File: config.mk
export PLATFORM = sky130hd
export DESIGN_NAME = direct_cache_flat
export DESIGN_NICKNAME = d
export VERILOG_FILES = /design/src/hdl/mem_ctrl_pkg.sv /design/src/hdl/mem_ctrl_ifs.sv /design/src/hdl/direct_cache.sv /design/src/flat_wrapper.sv
export SDC_FILE = /design/constraint.sdc
export NUM_CORES = 1
export LEC_CHECK = 0
export BUFFER_PORTS_ARGS = -buffer_cell sky130_fd_sc_hd__buf_2
export CAP_MARGIN = 0
export CORE_ASPECT_RATIO = 1.25
export CORE_MARGIN = 10
export CORE_UTILIZATION = 25
export DETAILED_ROUTE_END_ITERATION = 16
export PLACE_DENSITY = 0.5
export SLEW_MARGIN = 20
export SYNTH_ARGS = -nofsm -noshare
export SYNTH_HDL_FRONTEND = slang
export SYNTH_SLANG_ARGS = --single-unit
File: constraint.sdc
create_clock -name clk -period 6.4 [get_ports clk]
set_input_delay 1.28 -clock clk [delete_from_list [all_inputs] [get_ports clk]]
set_output_delay 1.28 -clock clk [all_outputs]
set_load 0.02 [all_outputs]
File: src/hdl/mem_ctrl_pkg.sv
// shared geometry, latency and encoding constants that every block of the memory controller imports
`default_nettype none

package mem_ctrl_pkg;

	// bus widths
	localparam int ADDR_W = 16;     // word address
	localparam int DATA_W = 16;     // one processor word

	// cache geometry
	localparam int WORD_BITS   = 2;                               // offset inside a block
	localparam int BLOCK_WORDS = 2 ** WORD_BITS;                  // four words per block
	localparam int INDEX_BITS  = 3;                               // line select
	localparam int LINES       = 2 ** INDEX_BITS;                 // eight lines per cache
	localparam int TAG_BITS    = ADDR_W - INDEX_BITS - WORD_BITS; // 11 upper bits

	// main memory
	localparam int MEM_WORDS   = 2 ** ADDR_W;          // full 64k word space
	localparam int MEM_LATENCY = 4;                    // en to valid, in cycles
	localparam int LAT_W       = $clog2(MEM_LATENCY);  // holds MEM_LATENCY-1
	localparam logic [DATA_W-1:0] MEM_INIT_KEY = 16'hA5A5; // word a starts as a ^ key

	// fill FSM states
	typedef enum logic [1:0] {
		IDLE   = 2'b00, // waiting for a miss
		FILL_I = 2'b01, // block fill into the instruction cache
		FILL_D = 2'b10, // block fill into the data cache
		STORE  = 2'b11  // write-through of one data word
	} fill_state_t;

	// per-cache operation from the FSM
	typedef enum logic [1:0] {
		READ      = 2'b00, // plain lookup, no write
		DATA_FILL = 2'b01, // write one returned word
		TAG_FILL  = 2'b10, // write tag and set valid
		STORE_UPD = 2'b11  // update a cached word on a store
	} cache_op_t;

endpackage

`default_nettype wire

File: src/hdl/mem_ctrl_ifs.sv
// bundles between the fill FSM and the main memory and between the FSM and each cache
`timescale 1ns/1ps
`default_nettype none


// fill FSM to one cache
interface cache_fill_if import mem_ctrl_pkg::*; ();

	cache_op_t         op;       // READ except in a write cycle
	logic [WORD_BITS-1:0] word;  // block word for DATA_FILL
	logic [DATA_W-1:0] wdata;    // word to write
	logic              hit_line; // addressed line valid with matching tag

	modport fsm (
		output op, word, wdata,
		input  hit_line
	);

	modport cache (
		input  op, word, wdata,
		output hit_line
	);

endinterface

`default_nettype wire

File: src/hdl/direct_cache.sv
// direct-mapped cache for one processor bus, looked up combinationally and written by the fill FSM
`timescale 1ns/1ps
`default_nettype none

module direct_cache import mem_ctrl_pkg::*; (
	input  wire logic              clk,
	input  wire logic              rst_n,
	input  wire logic              en,       // low bypasses the cache entirely
	input  wire logic [ADDR_W-1:0] addr,     // held steady while miss is high
	input  wire logic              we,       // store request
	cache_fill_if.cache            fill,     // writes from the fill FSM
	output logic      [DATA_W-1:0] data_out, // zero while missing or disabled
	output logic                   miss      // stall level to the pipeline
);

	// address split
	logic [TAG_BITS-1:0]   tag;
	logic [INDEX_BITS-1:0] index;
	logic [WORD_BITS-1:0]  offs;

	// storage
	logic [DATA_W-1:0]   data_mem [LINES*BLOCK_WORDS]; // words stored line after line
	logic [TAG_BITS-1:0] tag_mem  [LINES];
	logic [LINES-1:0]    valid_q;                      // one bit per line

	logic store_ack; // FSM finishing the write-through this cycle

	assign tag   = addr[ADDR_W-1 -: TAG_BITS];
	assign index = addr[WORD_BITS +: INDEX_BITS];
	assign offs  = addr[WORD_BITS-1:0];

	assign fill.hit_line = valid_q[index] && (tag_mem[index] == tag);

	// a store always misses so the FSM pushes it through to memory
	// the miss is released in the update cycle whether the line is present or not
	assign store_ack = (fill.op == STORE_UPD);
	assign miss      = en && (we ? !store_ack : !fill.hit_line);

	assign data_out = (en && !miss) ? data_mem[{index, offs}] : '0; // combinational hit path

	// valid bits
	always_ff @(posedge clk) begin
		if (!rst_n) begin
			valid_q <= '0; // every line empty after reset
		end else if (fill.op == TAG_FILL) begin
			valid_q[index] <= 1'b1; // tag goes in last so the line opens complete
		end
	end

	// data and tag arrays
	always_ff @(posedge clk) begin
		case (fill.op)
			DATA_FILL: begin
				data_mem[{index, fill.word}] <= fill.wdata; // word from the block fill
			end
			TAG_FILL: begin
				tag_mem[index] <= tag;
			end
			STORE_UPD: begin
				if (fill.hit_line)
					data_mem[{index, offs}] <= fill.wdata; // no allocate on a store miss
			end
			default: begin
			end
		endcase
	end

endmodule

`default_nettype wire

File: src/flat_wrapper.sv
// flat-port wrapper written by rule: the top's interface ports become plain ports
module direct_cache_flat import mem_ctrl_pkg::*;
  (clk, rst_n, en, addr, we, data_out, miss, fill_op, fill_word, fill_wdata, fill_hit_line);
  cache_fill_if fill_i ();
  input  wire logic clk;
  input  wire logic rst_n;
  input  wire logic en;
  input  wire logic [ADDR_W-1:0] addr;
  input  wire logic we;
  output logic      [DATA_W-1:0] data_out;
  output logic miss;
  input wire logic [$bits(fill_i.op)-1:0] fill_op;
  input wire logic [$bits(fill_i.word)-1:0] fill_word;
  input wire logic [$bits(fill_i.wdata)-1:0] fill_wdata;
  output wire logic [$bits(fill_i.hit_line)-1:0] fill_hit_line;
  assign fill_i.op = fill_op;
  assign fill_i.word = fill_word;
  assign fill_i.wdata = fill_wdata;
  assign fill_hit_line = fill_i.hit_line;
  direct_cache u_core (.clk(clk), .rst_n(rst_n), .en(en), .addr(addr), .we(we), .fill(fill_i), .data_out(data_out), .miss(miss));
endmodule
==> impl_metrics.env <==
export IMPL_drt_pass1_iter_count=5
export IMPL_io_pin_count=58
export IMPL_die_y_um=362
export IMPL_cp_depth=11
export IMPL_critPathKind="in2out"
export IMPL_synthTopCellsByCount="edfxtp_1 (600), mux4_2 (139), o22ai_1 (63)"
export IMPL_hpwl_mm=36.6
export IMPL_synthDistinctLibCells=42
export IMPL_cts_hold_buffers=0
export IMPL_setup_tns_final_ns=0
export IMPL_synth_seq_cells=608
export IMPL_worstHoldStart="u_core.valid_q[2]"
export IMPL_drt_iter0_drc=1053
export IMPL_crit_arrival_ns=4.38
export IMPL_skew_ns=0.0357
export IMPL_crit_path_max_fanout=28
export IMPL_finalSetupViolations=0
export IMPL_drv_slew=0
export IMPL_tritoncts="done"
export IMPL_maxCapViolCount=0
export IMPL_syn_inst=1069
export IMPL_cpMaxStageDelayCell="buf_2"
export IMPL_core_um2=92700
export IMPL_stdcell_area_um2=27700
export IMPL_port_buffers=57
export IMPL_ant_nets=0
export IMPL_whs_path_depth=1
export IMPL_cts_resized=0
export IMPL_drt_total_wl_mm=59.1
export IMPL_clock_latency_ns=0.64
export IMPL_min_period_ns=5.66
export IMPL_fin_util_pct=29.9
export IMPL_dieArea_um2=106000
export IMPL_drive_above_1_share_pct=32.7
export IMPL_synth_nets=1109
export IMPL_hold_path_end="u_core.valid_q[2]"
export IMPL_r2r_start="u_core.tag_mem[7][9]"
export IMPL_grt_use_total_pct=11.0
export IMPL_htree_levels=2
export IMPL_gp_congestion=0.766
export IMPL_async_flop_share_pct=0
export IMPL_crit_chain="buf_2 > buf_4 > mux4_2 > mux2i_1 > xor2_1 > o21a_1 > or4b_4 > o21ai_2 > buf_4 > and3_1 > buf_2"
export IMPL_fmaxAchievable_mhz=177
export IMPL_fin_crit_sh_pct=88.4
export IMPL_post_cts_setup_buffers=0
export IMPL_yosysMostFrequentCell="edfxtp_1"
export IMPL_drc=0
export IMPL_grt_start_max_net_pins=74
export IMPL_viasPerCell=4.52
export IMPL_yosysTopAreaCell="edfxtp_1"
export IMPL_grt_pass1_vias=11630
export IMPL_p_leak_nw=8.66
export IMPL_synthTopCellsByArea="edfxtp_1 (77%), mux4_2 (13%), o22ai_1 (1.7%)"
export IMPL_crit_required_ns=5.12
export IMPL_crit_family="buffers and inverters"
export IMPL_vias=11183
export IMPL_synth_seq_area_share_pct=77.8
export IMPL_cts_root_buf="clkbuf_16"
export IMPL_die_w_um=293
export IMPL_clkTransAtPathRegs_ns=0.06
export IMPL_synth_flop_cell="edfxtp_1"
export IMPL_synth_area_per_cell_um2=21.8
export IMPL_wire_per_inst_um=23.9
export IMPL_yosys_warnings=0
export IMPL_area_growth_syn_to_layout_pct=18.7
export IMPL_syn_cell_area_um2=23300
export IMPL_start_kind="primary input"
export IMPL_grt_overflow_total=0
export IMPL_slew_limit_headroom_pct=37.7
export IMPL_cellPowerDensity_nw_per_um2=301
export IMPL_clkSinkCount=608
export IMPL_worstRegToRegCells=8
export IMPL_max_stage_delay_ns=0.57
export IMPL_status="finished clean"
export IMPL_cp_buffers_inverters=4
export IMPL_initial_core_util_pct=25.2
export IMPL_p_total_w=0.00833
export IMPL_irDropWorstVdd_mv=0.201
export IMPL_nNetsFinal=1253
export IMPL_worst_slack_ns=0.740
export IMPL_grt_pass1_wl_mm=85.4
export IMPL_netlist_area_leader_share_pct=77.2
export IMPL_hold_class="reg2reg"
export IMPL_rows=125
export IMPL_rsz0062_at_grt="no"
export IMPL_postPlaceCellArea_um2=25800
export IMPL_grt_antenna_before_repair=12
export IMPL_clockBufferDepth=3
export IMPL_pre_cts_slack_ns=0.726
export IMPL_synth_edf_count=600
export IMPL_regToRegEndpoint="u_core.data_mem[27][2]"
export IMPL_worstMarginPinSlew_ns=0.934
export IMPL_rrSetupSlack_ns=2.54
export IMPL_final_hold_violation_count=0
export IMPL_cts_made_buffers=61
export IMPL_critPathCaptureType="primary output"
-- cell usage in the layout (no fill, tap or decap), types with 2 or more instances in the layout --
cell,instances
nor2_2,6
nand2_1,8
nor2_1,7
dfxtp_1,8
nor4_1,15
mux2_2,5
bufinv_16,5
nand3b_1,2
clkinv_1,16
xor2_1,7
nor3_2,32
o21ai_0,2
a22oi_1,4
buf_12,6
nand2b_1,7
a32oi_1,3
o2111ai_1,2
o21a_1,10
clkinvlp_4,3
o22ai_1,63
diode_2,2
mux2i_1,33
buf_2,55
or3_1,2
edfxtp_1,600
a21oi_1,2
a221oi_1,2
inv_1,6
clkbuf_1,17
and3_1,18
mux4_2,139
buf_4,82
nand4_1,2
nor2b_1,8
clkbuf_16,62
clkinv_2,7
-- metrics by stage --
stage / hold slack [ns] / instances
floorplan: 0.435 / 1069
global placement: 0.442 / 2356
detailed placement: 0.450 / 2356
CTS: 0.465 / 2470
global route: 0.491 / 2470
finish: 0.469 / 2472
-- cell families after synthesis --
logic type	after synthesis	share of synthesized area [%]
XOR/XNOR	7	0.263
AND/OR/NAND/NOR	113	2.78
multiplexers	177	15.1
flip-flops	608	77.8
buffers and inverters	70	1.33
AO/OA/AOI/OAI	94	2.72
-- report_power, final --
part | total (W) | switching, W | leakage [nW] | internal [W]
Clock | 0.00347 | 0.00149 | 0.935 | 0.00198
Sequential | 0.00442 | 0.00000764 | 5.47 | 0.00441
Combinational | 0.000438 | 0.000276 | 2.26 | 0.000162
Total | 0.00833 | 0.00178 | 8.66 | 0.00655
-- cell type report --
class | instances | area, um2
fillers | 8970 | 65000
diodes | 2 | 5.00
clock buffers | 79 | 1620
well taps | 1206 | 1510
inverters | 6 | 22.5
clock inverters | 35 | 324
flip-flops and latches | 608 | 18200
repair buffers | 145 | 1040
multi-input cells | 391 | 5020
-- layer usage --
| layer | GRT usage, % | part of all wire, % | vias up |
|---|---|---|---|
| met5 | 0 | 0.14 | - |
| met2 | 17.7 | 48 | 325 |
| li1 | - | - | 4841 |
| met4 | 3.17 | 2.4 | 16 |
| met3 | 3.17 | 7.8 | 99 |
| met1 | 14.2 | 42 | 5902 |
-- registers in the layout, summed over array words and instances, names as in the netlist --
signal           flops
u_core.data_mem    512
u_core.tag_mem      88
u_core.valid_q       8
-- worst max-delay path by stage --
stage,from,to,slack [ns]
final,addr[2],data_out[10],0.74
after detailed placement,addr[2],data_out[13],0.73
after global routing,addr[2],data_out[10],0.54
after floorplan,addr[2],u_core.data_mem[12][0],1.41
after CTS,addr[2],data_out[13],0.70
after global placement,addr[2],data_out[8],0.78
-- worst reg2reg max path, stage by stage (launching register included) --
cell	delay, ns
edfxtp_1	0.37
mux4_2	0.47
mux2i_1	0.20
xor2_1	0.18
nand4_1	0.21
nor4_2	0.79
mux2_2	0.56
nor3_2	0.57
buf_12	0.23
Power figures use the tool's default switching activity.
