**config.mk**
```make
export PLATFORM = sky130hd
export DESIGN_NAME = fill_fsm_flat
export DESIGN_NICKNAME = d
export VERILOG_FILES = /design/src/hdl/mem_ctrl_pkg.sv /design/src/hdl/mem_ctrl_ifs.sv /design/src/hdl/fill_fsm.sv /design/src/flat_wrapper.sv
export SDC_FILE = /design/constraint.sdc
export NUM_CORES = 1
export LEC_CHECK = 0
export ABC_AREA = 1
export BUFFER_PORTS_ARGS = -buffer_cell sky130_fd_sc_hd__clkbuf_2
export CAP_MARGIN = 20
export CORE_AREA = 2 2 62 64
export CTS_CLUSTER_SIZE = 30
export DETAILED_ROUTE_END_ITERATION = 16
export DIE_AREA = 0 0 64 66
export GPL_TIMING_DRIVEN = 0
export PLACE_DENSITY = 0.9
export SLEW_MARGIN = 30
export SYNTH_ARGS = -nofsm -noshare
export SYNTH_HDL_FRONTEND = slang
export SYNTH_SLANG_ARGS = --single-unit
```
**constraint.sdc**
```tcl
create_clock -name clk -period 3.6 [get_ports clk]
set_input_delay 0.18 -clock clk [delete_from_list [all_inputs] [get_ports clk]]
set_output_delay 0.18 -clock clk [all_outputs]
set_load 0.005 [all_outputs]
```
**src/hdl/mem_ctrl_pkg.sv**
```systemverilog
// shared geometry, latency and encoding constants that every block of the memory controller imports
`default_nettype none

package mem_ctrl_pkg;

	// bus widths
	localparam int ADDR_W = 16;     // word address
	localparam int DATA_W = 16;     // one processor word

	// cache geometry
	localparam int WORD_BITS   = 2;                               // offset inside a block
	localparam int BLOCK_WORDS = 2 ** WORD_BITS;                  // four words per block
	localparam int INDEX_BITS  = 3;                               // line select
	localparam int LINES       = 2 ** INDEX_BITS;                 // eight lines per cache
	localparam int TAG_BITS    = ADDR_W - INDEX_BITS - WORD_BITS; // 11 upper bits

	// main memory
	localparam int MEM_WORDS   = 2 ** ADDR_W;          // full 64k word space
	localparam int MEM_LATENCY = 4;                    // en to valid, in cycles
	localparam int LAT_W       = $clog2(MEM_LATENCY);  // holds MEM_LATENCY-1
	localparam logic [DATA_W-1:0] MEM_INIT_KEY = 16'hA5A5; // word a starts as a ^ key

	// fill FSM states
	typedef enum logic [1:0] {
		IDLE   = 2'b00, // waiting for a miss
		FILL_I = 2'b01, // block fill into the instruction cache
		FILL_D = 2'b10, // block fill into the data cache
		STORE  = 2'b11  // write-through of one data word
	} fill_state_t;

	// per-cache operation from the FSM
	typedef enum logic [1:0] {
		READ      = 2'b00, // plain lookup, no write
		DATA_FILL = 2'b01, // write one returned word
		TAG_FILL  = 2'b10, // write tag and set valid
		STORE_UPD = 2'b11  // update a cached word on a store
	} cache_op_t;

endpackage

`default_nettype wire

```
**src/hdl/mem_ctrl_ifs.sv**
```systemverilog
// bundles between the fill FSM and the main memory and between the FSM and each cache
`timescale 1ns/1ps
`default_nettype none

// fill FSM to main memory
// en pulses once per access and valid pulses MEM_LATENCY cycles later
interface mem_bus_if import mem_ctrl_pkg::*; ();

	logic [ADDR_W-1:0] addr;  // word address, sampled on en
	logic [DATA_W-1:0] wdata; // store data, sampled on en
	logic [DATA_W-1:0] rdata; // read word, good while valid
	logic              en;    // one cycle start strobe
	logic              wr;    // write when set at en
	logic              valid; // one cycle done strobe

	modport ctrl (
		output addr, wdata, en, wr,
		input  rdata, valid
	);

	modport mem (
		input  addr, wdata, en, wr,
		output rdata, valid
	);

endinterface

// fill FSM to one cache
interface cache_fill_if import mem_ctrl_pkg::*; ();

	cache_op_t         op;       // READ except in a write cycle
	logic [WORD_BITS-1:0] word;  // block word for DATA_FILL
	logic [DATA_W-1:0] wdata;    // word to write
	logic              hit_line; // addressed line valid with matching tag

	modport fsm (
		output op, word, wdata,
		input  hit_line
	);

	modport cache (
		input  op, word, wdata,
		output hit_line
	);

endinterface

`default_nettype wire

```
**src/hdl/fill_fsm.sv**
```systemverilog
// fill FSM that arbitrates the two cache misses and runs block fills and write-through stores
`timescale 1ns/1ps
`default_nettype none

module fill_fsm import mem_ctrl_pkg::*; (
	input  wire logic                 clk,
	input  wire logic                 rst_n,
	input  wire logic                 if_miss,    // fetch cache miss level
	input  wire logic                 dm_miss,    // data cache miss level
	input  wire logic                 dm_we,      // data bus store
	input  wire logic [ADDR_W-1:0]    if_addr,
	input  wire logic [ADDR_W-1:0]    dm_addr,
	input  wire logic [DATA_W-1:0]    dm_data_in, // store data
	mem_bus_if.ctrl                   mem,        // main memory port
	cache_fill_if.fsm                 i_fill,     // fetch cache writes
	cache_fill_if.fsm                 d_fill,     // data cache writes
	output logic                      cnt_start,
	output logic                      cnt_step,
	input  wire logic [WORD_BITS-1:0] word,       // from fill_counter
	input  wire logic                 last_word
);

	fill_state_t state, next_state;

	logic req_q;   // issue the next word read this cycle
	logic fin_q;   // tag write or store update this cycle
	logic req_i, req_fill_d, req_store;
	logic sel_i;   // fetch side owns the memory
	logic do_store;
	logic filling;
	logic [ADDR_W-1:0] src_addr;
	cache_op_t fill_op;

	// requests seen in IDLE with the fetch side first
	assign req_i      = if_miss && !i_fill.hit_line;
	assign req_store  = !req_i && dm_miss && dm_we;             // write-through, hit or not
	assign req_fill_d = !req_i && dm_miss && !dm_we && !d_fill.hit_line;

	always_comb begin
		next_state = state;
		case (state)
			IDLE: begin
				if (req_i)
					next_state = FILL_I;
				else if (req_store)
					next_state = STORE;
				else if (req_fill_d)
					next_state = FILL_D;
			end
			default: begin
				if (fin_q)
					next_state = IDLE; // miss drops once the cache is written
			end
		endcase
	end

	// the first access leaves in the same cycle the miss is seen
	assign sel_i    = (state == IDLE) ? req_i : (state == FILL_I);
	assign do_store = (state == IDLE) ? req_store : (state == STORE);
	assign filling  = (state == FILL_I) || (state == FILL_D);
	assign src_addr = sel_i ? if_addr : dm_addr;

	assign mem.en    = ((state == IDLE) && (next_state != IDLE)) || req_q;
	assign mem.wr    = do_store;
	assign mem.addr  = do_store ? dm_addr : {src_addr[ADDR_W-1:WORD_BITS], word}; // block base plus word
	assign mem.wdata = dm_data_in;

	assign cnt_start = (state == IDLE);
	assign cnt_step  = filling && mem.valid;

	// returned words go straight into the cache and the tag one cycle after the last
	assign fill_op = fin_q ? TAG_FILL : (mem.valid ? DATA_FILL : READ);

	assign i_fill.op    = (state == FILL_I) ? fill_op : READ;
	assign i_fill.word  = word;
	assign i_fill.wdata = mem.rdata;

	assign d_fill.op    = (state == FILL_D) ? fill_op :
			((state == STORE) && fin_q) ? STORE_UPD : READ;
	assign d_fill.word  = word;
	assign d_fill.wdata = (state == STORE) ? dm_data_in : mem.rdata;

	always_ff @(posedge clk) begin
		if (!rst_n) begin
			state <= IDLE;
			req_q <= 1'b0;
			fin_q <= 1'b0;
		end else begin
			state <= next_state;
			req_q <= cnt_step && !last_word;                          // next word after valid
			fin_q <= mem.valid && ((state == STORE) || last_word);    // closing cycle
		end
	end

endmodule

`default_nettype wire

```
**src/flat_wrapper.sv**
```systemverilog
// flat-port wrapper written by rule: the top's interface ports become plain ports
module fill_fsm_flat import mem_ctrl_pkg::*;
  (clk, rst_n, if_miss, dm_miss, dm_we, if_addr, dm_addr, dm_data_in, cnt_start, cnt_step, word, last_word, mem_addr, mem_wdata, mem_en, mem_wr, mem_rdata, mem_valid, i_fill_op, i_fill_word, i_fill_wdata, i_fill_hit_line, d_fill_op, d_fill_word, d_fill_wdata, d_fill_hit_line);
  mem_bus_if mem_i ();
  cache_fill_if i_fill_i ();
  cache_fill_if d_fill_i ();
  input  wire logic clk;
  input  wire logic rst_n;
  input  wire logic if_miss;
  input  wire logic dm_miss;
  input  wire logic dm_we;
  input  wire logic [ADDR_W-1:0] if_addr;
  input  wire logic [ADDR_W-1:0] dm_addr;
  input  wire logic [DATA_W-1:0] dm_data_in;
  output logic cnt_start;
  output logic cnt_step;
  input  wire logic [WORD_BITS-1:0] word;
  input  wire logic last_word;
  output wire logic [$bits(mem_i.addr)-1:0] mem_addr;
  output wire logic [$bits(mem_i.wdata)-1:0] mem_wdata;
  output wire logic [$bits(mem_i.en)-1:0] mem_en;
  output wire logic [$bits(mem_i.wr)-1:0] mem_wr;
  input wire logic [$bits(mem_i.rdata)-1:0] mem_rdata;
  input wire logic [$bits(mem_i.valid)-1:0] mem_valid;
  output wire logic [$bits(i_fill_i.op)-1:0] i_fill_op;
  output wire logic [$bits(i_fill_i.word)-1:0] i_fill_word;
  output wire logic [$bits(i_fill_i.wdata)-1:0] i_fill_wdata;
  input wire logic [$bits(i_fill_i.hit_line)-1:0] i_fill_hit_line;
  output wire logic [$bits(d_fill_i.op)-1:0] d_fill_op;
  output wire logic [$bits(d_fill_i.word)-1:0] d_fill_word;
  output wire logic [$bits(d_fill_i.wdata)-1:0] d_fill_wdata;
  input wire logic [$bits(d_fill_i.hit_line)-1:0] d_fill_hit_line;
  assign mem_addr = mem_i.addr;
  assign mem_wdata = mem_i.wdata;
  assign mem_en = mem_i.en;
  assign mem_wr = mem_i.wr;
  assign mem_i.rdata = mem_rdata;
  assign mem_i.valid = mem_valid;
  assign i_fill_op = i_fill_i.op;
  assign i_fill_word = i_fill_i.word;
  assign i_fill_wdata = i_fill_i.wdata;
  assign i_fill_i.hit_line = i_fill_hit_line;
  assign d_fill_op = d_fill_i.op;
  assign d_fill_word = d_fill_i.word;
  assign d_fill_wdata = d_fill_i.wdata;
  assign d_fill_i.hit_line = d_fill_hit_line;
  fill_fsm u_core (.clk(clk), .rst_n(rst_n), .if_miss(if_miss), .dm_miss(dm_miss), .dm_we(dm_we), .if_addr(if_addr), .dm_addr(dm_addr), .dm_data_in(dm_data_in), .mem(mem_i), .i_fill(i_fill_i), .d_fill(d_fill_i), .cnt_start(cnt_start), .cnt_step(cnt_step), .word(word), .last_word(last_word));
endmodule
```
==> out/results.md, run 1 <==
| Quantity | Reported | Unit |
|---|---|---|
| Result of the run | finished, final reports clean | - |
| Slowest-stage cell, CP | dfxtp_1 | - |
| Antenna violations before repair | 0 | - |
| Global-route usage over all layers | 19.17 | % |
| Max cap viols | 0 | - |
| Worst Path Class, Setup | reg2out | - |
| HPWL Detailed | 3.667 | mm |
| Height of the chip | 66 | um |
| Post-Syn Nets | 315 | - |
| Unique cell type count in the Yosys netlist | 19 | - |
| Setup skew after layout | 0.001440 | ns |
| Fraction of synthesized area in multiplexers | 0 | % |
| Number of optimization iterations in the first detailed-route pass | 4 | - |
| Portion of the clock cycle consumed by the worst path in the final layout | 58.44 | % |
| Power share of the clock group | 9.7 | % |
| Final setup violation count | 0 | - |
| Resized cells post-CTS | 0 | - |
| Placeable core region | 3551 | sq um |
| Final-report max-slew violation count | 0 | - |
| Reg area | 80.08 | sq um |
| Number of vias in the routed layout | 1835 | - |
| Part of the power in registers | 9.5 | % |
| Type of destination of the critical path | output pin | - |
| Number of top-level pins | 151 | - |
| Post-Synthesis Cells | 236 | - |
| Wire length of the first global-routing pass | 6.548 | mm |
| Fill cell count | 343 | - |
| Number of port buffers | 148 | - |
| Final count of hold timing violations | 0 | - |
| RSZ-0062 raised after global routing | false | - |
| Area of the multi-input gates | 698.2 | sq um |
| Initial Utilization | 34.50 | % |
| Worst-path maximum fanout | 10 | - |
| Upper clock frequency limit | 475.3 | MHz |
| PD cells | 275.9 | nW/um^2 |
| Hold crit path type | in2reg | - |
| Antenna fix cells | 0 | - |
| Chain of cells forming the critical path | inv_1 -> ha_1 -> buf_6 -> o21ai_4 -> buf_4 -> o21ai_1 -> nand2_1 -> nand2_1 -> clkbuf_2 | - |
| Post-synth design cell area | 1225 | sq um |
| Number of buffers between clock root and the deepest sink | 2 | - |
| H-tree levels | 1 | - |
| Proportion of layout cells with a drive suffix above 1 | 52.20 | % |
| Worst R2R Setup Slack | 2.22 | ns |
| Hold endpoint | u_core.req_q$_SDFF_PN0_ | - |
| Proportion of power drawn by combinational gates | 80.8 | % |
| Placer congestion estimate | 0.7586 | - |
| Parity-gate share of the synthesized area counting xor and xnor cells | 0 | % |
| Aggregate negative setup slack | 0 | ns |
| Arrival time at the worst endpoint | 1.92 | ns |
| Period minus WS final | 2.104 | ns |
| CTS tree | built | - |
| Adder-cell share of the synthesized area | 4.086 | % |
| Number of storage elements in the synthesis netlist | 4 | - |
| Critical Path RT | 3.42 | ns |
| Via count of the first global-routing pass | 1560 | - |
| Total routed wirelength | 4.192 | mm |
| Measured slew at the worst slew-check pin | 0.2939 | ns |
| Per-cell routed wire length | 9.637 | um |
| Number of buffers added by the clock tree synthesis step | 3 | - |
| Slew margin rel. | 80.33 | % |
| Start of the worst register-to-register path | u_core.state[0]$_SDFF_PN0_ | - |
| Hold Path Depth | 2 | - |
| Clock root buffer master | clkbuf_4 | - |
| Post-CTS repair timing setup buffer count | 0 | - |
| Remaining design rule violation count | 0 | - |
| Largest net degree at the start of global routing | 11 | - |
| Clock-pin slew of the registers on the worst-case setup and hold paths | 0.04 | ns |
| Vias per cell | 4.218 | - |
| Horizontal die dimension | 64 | um |
| Residual overflow from global routing | 0 | - |
| Mean post-synth cell area | 5.190 | sq um |
| Starting DRT DRC Count | 51 | - |
| Warnings from Yosys | 0 | - |
| Startpoint Class | register | - |
| Number of buffers inserted for hold repair after clock tree synthesis | 0 | - |
| Cell family with the largest share of critical-path delay | buffers and inverters | - |
| Number of nets in the layout | 468 | - |
| Internal power summed over all cells | 0.3033 | mW |
| Crit path top cell by count | nand2_1 | - |
| Critical path buffer and inverter count | 4 | - |
| Sw power | 0.2619 | mW |
| Switching power as a share of total power | 46.34 | % |
| P&R area growth vs syn | 67.21 | % |
| Std cell rows | 22 | - |
| Total power of the final layout | 0.5652 | mW |
| Worst-case vdd ir drop | 0.0001313 | V |
| Largest family of logic cells by synthesized area | simple AND/OR/NAND/NOR gates | - |
| Fraction of the mapped netlist area in compound gates | 10.42 | % |
| Share of synthesized area occupied by flip-flops and latches | 6.537 | % |
| Startpoint of the most critical hold path | last_word | - |
| Area of the die | 4224 | sq um |
| Post-route antenna net violation count | 0 | - |
| Number of cells on the worst reg-to-reg path | 8 | - |
| Insertion delay to the later sink of the worst-skew pair | 0.23 | ns |
| Synth Area in Simple Gates | 42.49 | % |
| CTS sink cnt | 4 | - |
| Endpoint of the most critical register-to-register path | u_core.state[0]$_SDFF_PN0_ | - |
| Lkg Pwr | 1.448 | nW |
| Maximum single-stage delay on the critical path | 0.40 | ns |
[kinds of logic after synthesis]
group | count (synthesis)
flops | 4
simple gates | 133
fa+ha+maj | 4
buf+inv | 74
compound gates | 21
[sequential cells by signal (all words and copies together), names as in the netlist]
signal and cells:
u_core.fin_q 1, u_core.req_q 1, u_core.state 2
[per-stage QoR]
stage	cells	worst slack (ns)	hold WS (ns)	utilization, %	cell area (sq um)
5_1_grt	435	1.289	0.1350	57.68	2048
2_1_floorplan	236	2.012	0.2580	-	1225
6_report	435	1.496	0.1277	57.68	2048
4_1_cts	435	1.489	0.1204	57.68	2048
3_5_place_dp	432	1.748	0.3688	57.05	2026
3_3_place_gp	432	1.783	0.3629	57.05	2026
[per-layer routing]
layer,share of wire [%],vias up,GRT usage (%)
met5,0,-,0
met4,1.5,0,6.522
met3,8.9,6,5.111
met2,50,88,35.16
met1,39,758,21.22
li1,-,983,-
[final cells by class]
| type | count | share of cell area [%] |
|---|---|---|
| clock buffers | 3 | 1.100 |
| well taps | 48 | 2.932 |
| multi-input cells | 158 | 34.09 |
| flip-flops and latches | 4 | 3.910 |
| inverters | 30 | 5.620 |
| repair buffers | 148 | 36.16 |
| plain buffers | 44 | 16.19 |
[how the worst max path moves through the flow]
stage | to | startpoint | slack [ns] | depth (start not counted)
6_report | mem_addr[8] | u_core.state[0]$_SDFF_PN0_ | 1.50 | 9
5_1_grt | mem_addr[14] | u_core.state[0]$_SDFF_PN0_ | 1.29 | 10
4_1_cts | mem_addr[9] | u_core.state[0]$_SDFF_PN0_ | 1.49 | 10
3_5_place_dp | mem_addr[9] | u_core.state[0]$_SDFF_PN0_ | 1.75 | 10
3_3_place_gp | mem_addr[9] | u_core.state[0]$_SDFF_PN0_ | 1.78 | 10
2_1_floorplan | mem_addr[10] | u_core.state[0]$_SDFF_PN0_ | 2.01 | 9
[power groups by stage]
stage	Sequential, mW	Combinational (mW)	Clock (mW)
floorplan	0.0533	0.267	0
global placement	0.0543	0.452	0
detailed placement	0.0544	0.459	0
CTS	0.0538	0.461	0.0580
global route	0.0550	0.517	0.0622
finish	0.0539	0.457	0.0546
[synthesized netlist by cell type]
master,count,area share (%)
dfxtp_1,4,6.5
inv_4,1,0.51
nand3_1,4,1.6
nor2_1,3,0.92
nand2_2,2,1.0
o21ai_1,10,4.1
inv_1,28,8.6
buf_4,37,23
nand4_1,1,0.51
inv_2,1,0.31
a21oi_1,3,1.2
buf_6,3,2.8
ha_1,4,4.1
o21ai_4,2,2.7
nand2_1,120,37
o21ai_0,6,2.5
buf_2,4,1.6
nand3_2,1,0.82
nor3_1,2,0.82
[cell usage in the layout, fill, tap and decap left out]
master,instances
clkbuf_4,3
a21oi_1,3
buf_4,37
inv_4,1
nand2_2,2
nor2_1,3
o21ai_1,10
nand4_1,1
ha_1,4
o21ai_0,6
buf_2,4
nand2_1,120
o21ai_4,2
nand3_2,1
inv_2,1
dfxtp_1,4
inv_1,28
clkbuf_2,148
buf_6,3
nand3_1,4
nor3_1,2
No activity file was read; power rests on OpenSTA's default activity.
==> run 2, diff against run 1 <==
--- a/config.mk
+++ b/config.mk
@@ -8,12 +8,12 @@
 export ABC_AREA = 1
 export BUFFER_PORTS_ARGS = -buffer_cell sky130_fd_sc_hd__clkbuf_2
 export CAP_MARGIN = 20
-export CORE_AREA = 2 2 62 64
+export CORE_AREA = 2 2 64 66
 export CTS_CLUSTER_SIZE = 30
 export DETAILED_ROUTE_END_ITERATION = 16
-export DIE_AREA = 0 0 64 66
+export DIE_AREA = 0 0 66 68
 export GPL_TIMING_DRIVEN = 0
-export PLACE_DENSITY = 0.9
+export PLACE_DENSITY = 0.85
 export SLEW_MARGIN = 30
 export SYNTH_ARGS = -nofsm -noshare
 export SYNTH_HDL_FRONTEND = slang
==> constraint.sdc (replaced) <==
create_clock -name clk -period 2.1 [get_ports clk]
set_input_delay 0.105 -clock clk [delete_from_list [all_inputs] [get_ports clk]]
set_output_delay 0.105 -clock clk [all_outputs]
set_load 0.005 [all_outputs]
==> out/results.md, run 2 (synthesis gave the netlist of run 1 again) <==
| Quantity | Reported | Unit | Delta |
|---|---|---|---|
| Lkg Pwr | 1.490 | nW | +2.8% |
| Critical Path RT | 2.00 | ns | -1.42 ns |
| Number of vias in the routed layout | 1881 | - | +2.5% |
| Clock-pin slew of the registers on the worst-case setup and hold paths | 0.03 | ns | about the same |
| Number of buffers between clock root and the deepest sink | 2 | - | unchanged |
| Period minus WS final | 1.957 | ns |  |
| Placeable core region | 3856 | sq um | +8.6% |
| Arrival time at the worst endpoint | 1.85 | ns | -0.07 ns |
| CTS tree | built | - |  |
| Aggregate negative setup slack | 0 | ns | unchanged |
| Met2 track utilization from global routing | 37.25 | % | +2.1 points |
| Internal power summed over all cells | 0.6261 | mW | +110% |
| Insertion delay to the later sink of the worst-skew pair | 0.22 | ns | about the same |
| Hold Path Depth | 2 | - | unchanged |
| Horizontal die dimension | 66 | um | +3.1% |
| Number of buffers added by the clock tree synthesis step | 3 | - | unchanged |
| Post-route antenna net violation count | 0 | - | unchanged |
| Final setup violation count | 0 | - | unchanged |
| Number of nets in the layout | 475 | - | +1.5% |
| Wire length of the first global-routing pass | 6.534 | mm | -0.21% |
| Worst R2R Setup Slack | 0.73 | ns | -1.49 ns |
| Routing usage on met1 | 17.58 | % | -3.6 points |
| Critical path buffer and inverter count | 4 | - | unchanged |
| Slew margin rel. | 84.14 | % | +3.8 points |
| Per-cell routed wire length | 9.876 | um | +2.5% |
| Startpoint of the most critical hold path | last_word | - |  |
| PD cells | 520.1 | nW/um^2 | +88% |
| CTS sink cnt | 4 | - | unchanged |
| Met3 track utilization from global routing | 4.276 | % | -0.83 points |
| H-tree levels | 1 | - | unchanged |
| Hold crit path type | in2reg | - |  |
| HPWL Detailed | 3.858 | mm | +5.2% |
| Maximum single-stage delay on the critical path | 0.40 | ns | about the same |
| Worst-path maximum fanout | 10 | - | unchanged |
| P&R area growth vs syn | 73.44 | % |  |
| Setup skew after layout | 0.0003859 | ns | -0.001054 ns |
| Proportion of power drawn by combinational gates | 76.9 | % | -3.9 points |
| Commonest cells after routing, fill and taps aside | 148 x clkbuf_2, 120 x nand2_1, 44 x buf_4 | - |  |
| Portion of the clock cycle consumed by the worst path in the final layout | 93.17 | % |  |
| Area of the die | 4488 | sq um | +6.3% |
| Placement-stage worst setup slack | 0.3046 | ns | -1.443 ns |
| Number of buffers inserted for hold repair after clock tree synthesis | 0 | - | unchanged |
| Via count of the first global-routing pass | 1650 | - | +5.8% |
| Commonest non-fill, non-tap cell in the layout | clkbuf_2 | - |  |
| Antenna violations before repair | 0 | - | unchanged |
| Number of port buffers | 148 | - | unchanged |
| Final count of hold timing violations | 0 | - | unchanged |
| Start of the worst register-to-register path | u_core.state[1]$_SDFF_PN0_ | - |  |
| Slowest-stage cell, CP | dfxtp_1 | - |  |
| Total routed wirelength | 4.385 | mm | +4.6% |
| Startpoint Class | register | - |  |
| Fill cell count | 421 | - | +23% |
| Antenna fix cells | 0 | - | unchanged |
| Proportion of layout cells with a drive suffix above 1 | 53.05 | % | +0.85 points |
| Starting DRT DRC Count | 60 | - | +18% |
| Register with the most flip-flops | u_core.state | - |  |
| Number of top-level pins | 151 | - | unchanged |
| Finished Core Util | 55.09 | % | -2.6 points |
| Worst Path Class, Setup | reg2out | - |  |
| Measured slew at the worst slew-check pin | 0.2370 | ns | -0.05691 ns |
| Switching power as a share of total power | 43.34 | % | -3.0 points |
| Largest net degree at the start of global routing | 11 | - | unchanged |
| Cell family with the largest share of critical-path delay | buffers and inverters | - |  |
| Worst-case vdd ir drop | 0.0002317 | V | +76% |
| Power share of the clock group | 14.7 | % | +5.0 points |
| Total power of the final layout | 1.105 | mW | +96% |
| Std cell rows | 23 | - | +4.5% |
| RSZ-0062 raised after global routing | false | - |  |
| Placer congestion estimate | 0.7468 | - | -1.6% |
| Upper clock frequency limit | 511.1 | MHz |  |
| Number of cells on the worst reg-to-reg path | 8 | - | unchanged |
| Final-report max-slew violation count | 0 | - | unchanged |
| Part of the power in registers | 8.4 | % | -1.1 points |
| Clock root buffer master | clkbuf_8 | - |  |
| Top Usage Layer GRT | met2 | - |  |
| Max cap viols | 0 | - | unchanged |
| Result of the run | finished, final reports clean | - |  |
| Initial Utilization | 31.77 | % | -2.7 points |
| Number of optimization iterations in the first detailed-route pass | 4 | - | unchanged |
| Sw power | 0.4789 | mW | +83% |
| Chain of cells forming the critical path | inv_1 -> ha_1 -> buf_6 -> nand2_2 -> o21ai_4 -> buf_6 -> o21ai_0 -> nand2_1 -> nand2_1 -> clkbuf_2 | - |  |
| Residual overflow from global routing | 0 | - | unchanged |
| Height of the chip | 68 | um | +3.0% |
| Global-route usage over all layers | 18.06 | % | -1.1 points |
| Final Worst Setup Slack | 0.1435 | ns | -1.353 ns |
| WHS | 0.06483 | ns | -0.06284 ns |
| Endpoint of the most critical register-to-register path | u_core.state[0]$_SDFF_PN0_ | - |  |
| Registers with the highest flip-flop counts | u_core.state (2), u_core.fin_q (1), u_core.req_q (1) | - |  |
| Vias per cell | 4.236 | - | +0.43% |
| Hold endpoint | u_core.req_q$_SDFF_PN0_ | - |  |
| Type of destination of the critical path | output pin | - |  |
| Remaining design rule violation count | 0 | - | unchanged |
| Max FFs per register | 2 | - | unchanged |
==> run 2: worst max-delay path by stage <==
stage / start / to / slack [ns] / depth (start not counted)
finish: u_core.state[0]$_SDFF_PN0_ / mem_addr[3] / 0.14 / 10
global route: u_core.state[0]$_SDFF_PN0_ / mem_addr[14] / 0.004 / 10
CTS: u_core.state[0]$_SDFF_PN0_ / mem_addr[7] / 0.07 / 9
detailed placement: u_core.state[0]$_SDFF_PN0_ / mem_addr[7] / 0.30 / 9
global placement: u_core.state[0]$_SDFF_PN0_ / mem_addr[7] / 0.33 / 9
floorplan: u_core.state[0]$_SDFF_PN0_ / mem_addr[10] / 0.59 / 9
==> run 2: per-layer routing <==
| metal | vias up | part of all wire [%] |
|---|---|---|
| met1 | 786 | 36 |
| met4 | 0 | 1.6 |
| met3 | 6 | 11 |
| met2 | 99 | 51 |
| met5 | - | 0 |
| li1 | 990 | - |
==> run 2: through the flow <==
step	cells	cell area, sq um
after floorplan	236	1225
final	444	2125
after global placement	434	2028
after global routing	444	2125
after detailed placement	434	2028
after CTS	437	2069
==> run 2: area by class of cell <==
cell class | count | area (sq um) | share of cell area (%)
Timing Repair Buffer | 155 | 793.3 | 37.34
Tap cell | 50 | 62.56 | 2.945
Multi-Input combinational cell | 158 | 698.2 | 32.86
Inverter | 30 | 115.1 | 5.418
Clock buffer | 3 | 41.29 | 1.943
Sequential cell | 4 | 80.08 | 3.769
Buffer | 44 | 334.1 | 15.72
==> run 2: power by group through the flow <==
stage                     Combinational, mW  Clock (mW)  Sequential [mW]
after floorplan                       0.457           0           0.0914
after global placement                0.779           0           0.0931
after detailed placement              0.799           0           0.0931
after CTS                             0.802       0.167           0.0921
after global routing                  0.957       0.171           0.0936
final                                 0.850       0.162           0.0928
==> run 2: timing repair <==
| action | in CTS | in global routing |
|---|---|---|
| setup endpoints to repair | 0 | 11 |
| endpoints found under the hold margin | 0 | 0 |
| setup buffers | 0 | 7 |
| resized for setup | 0 | 1 |
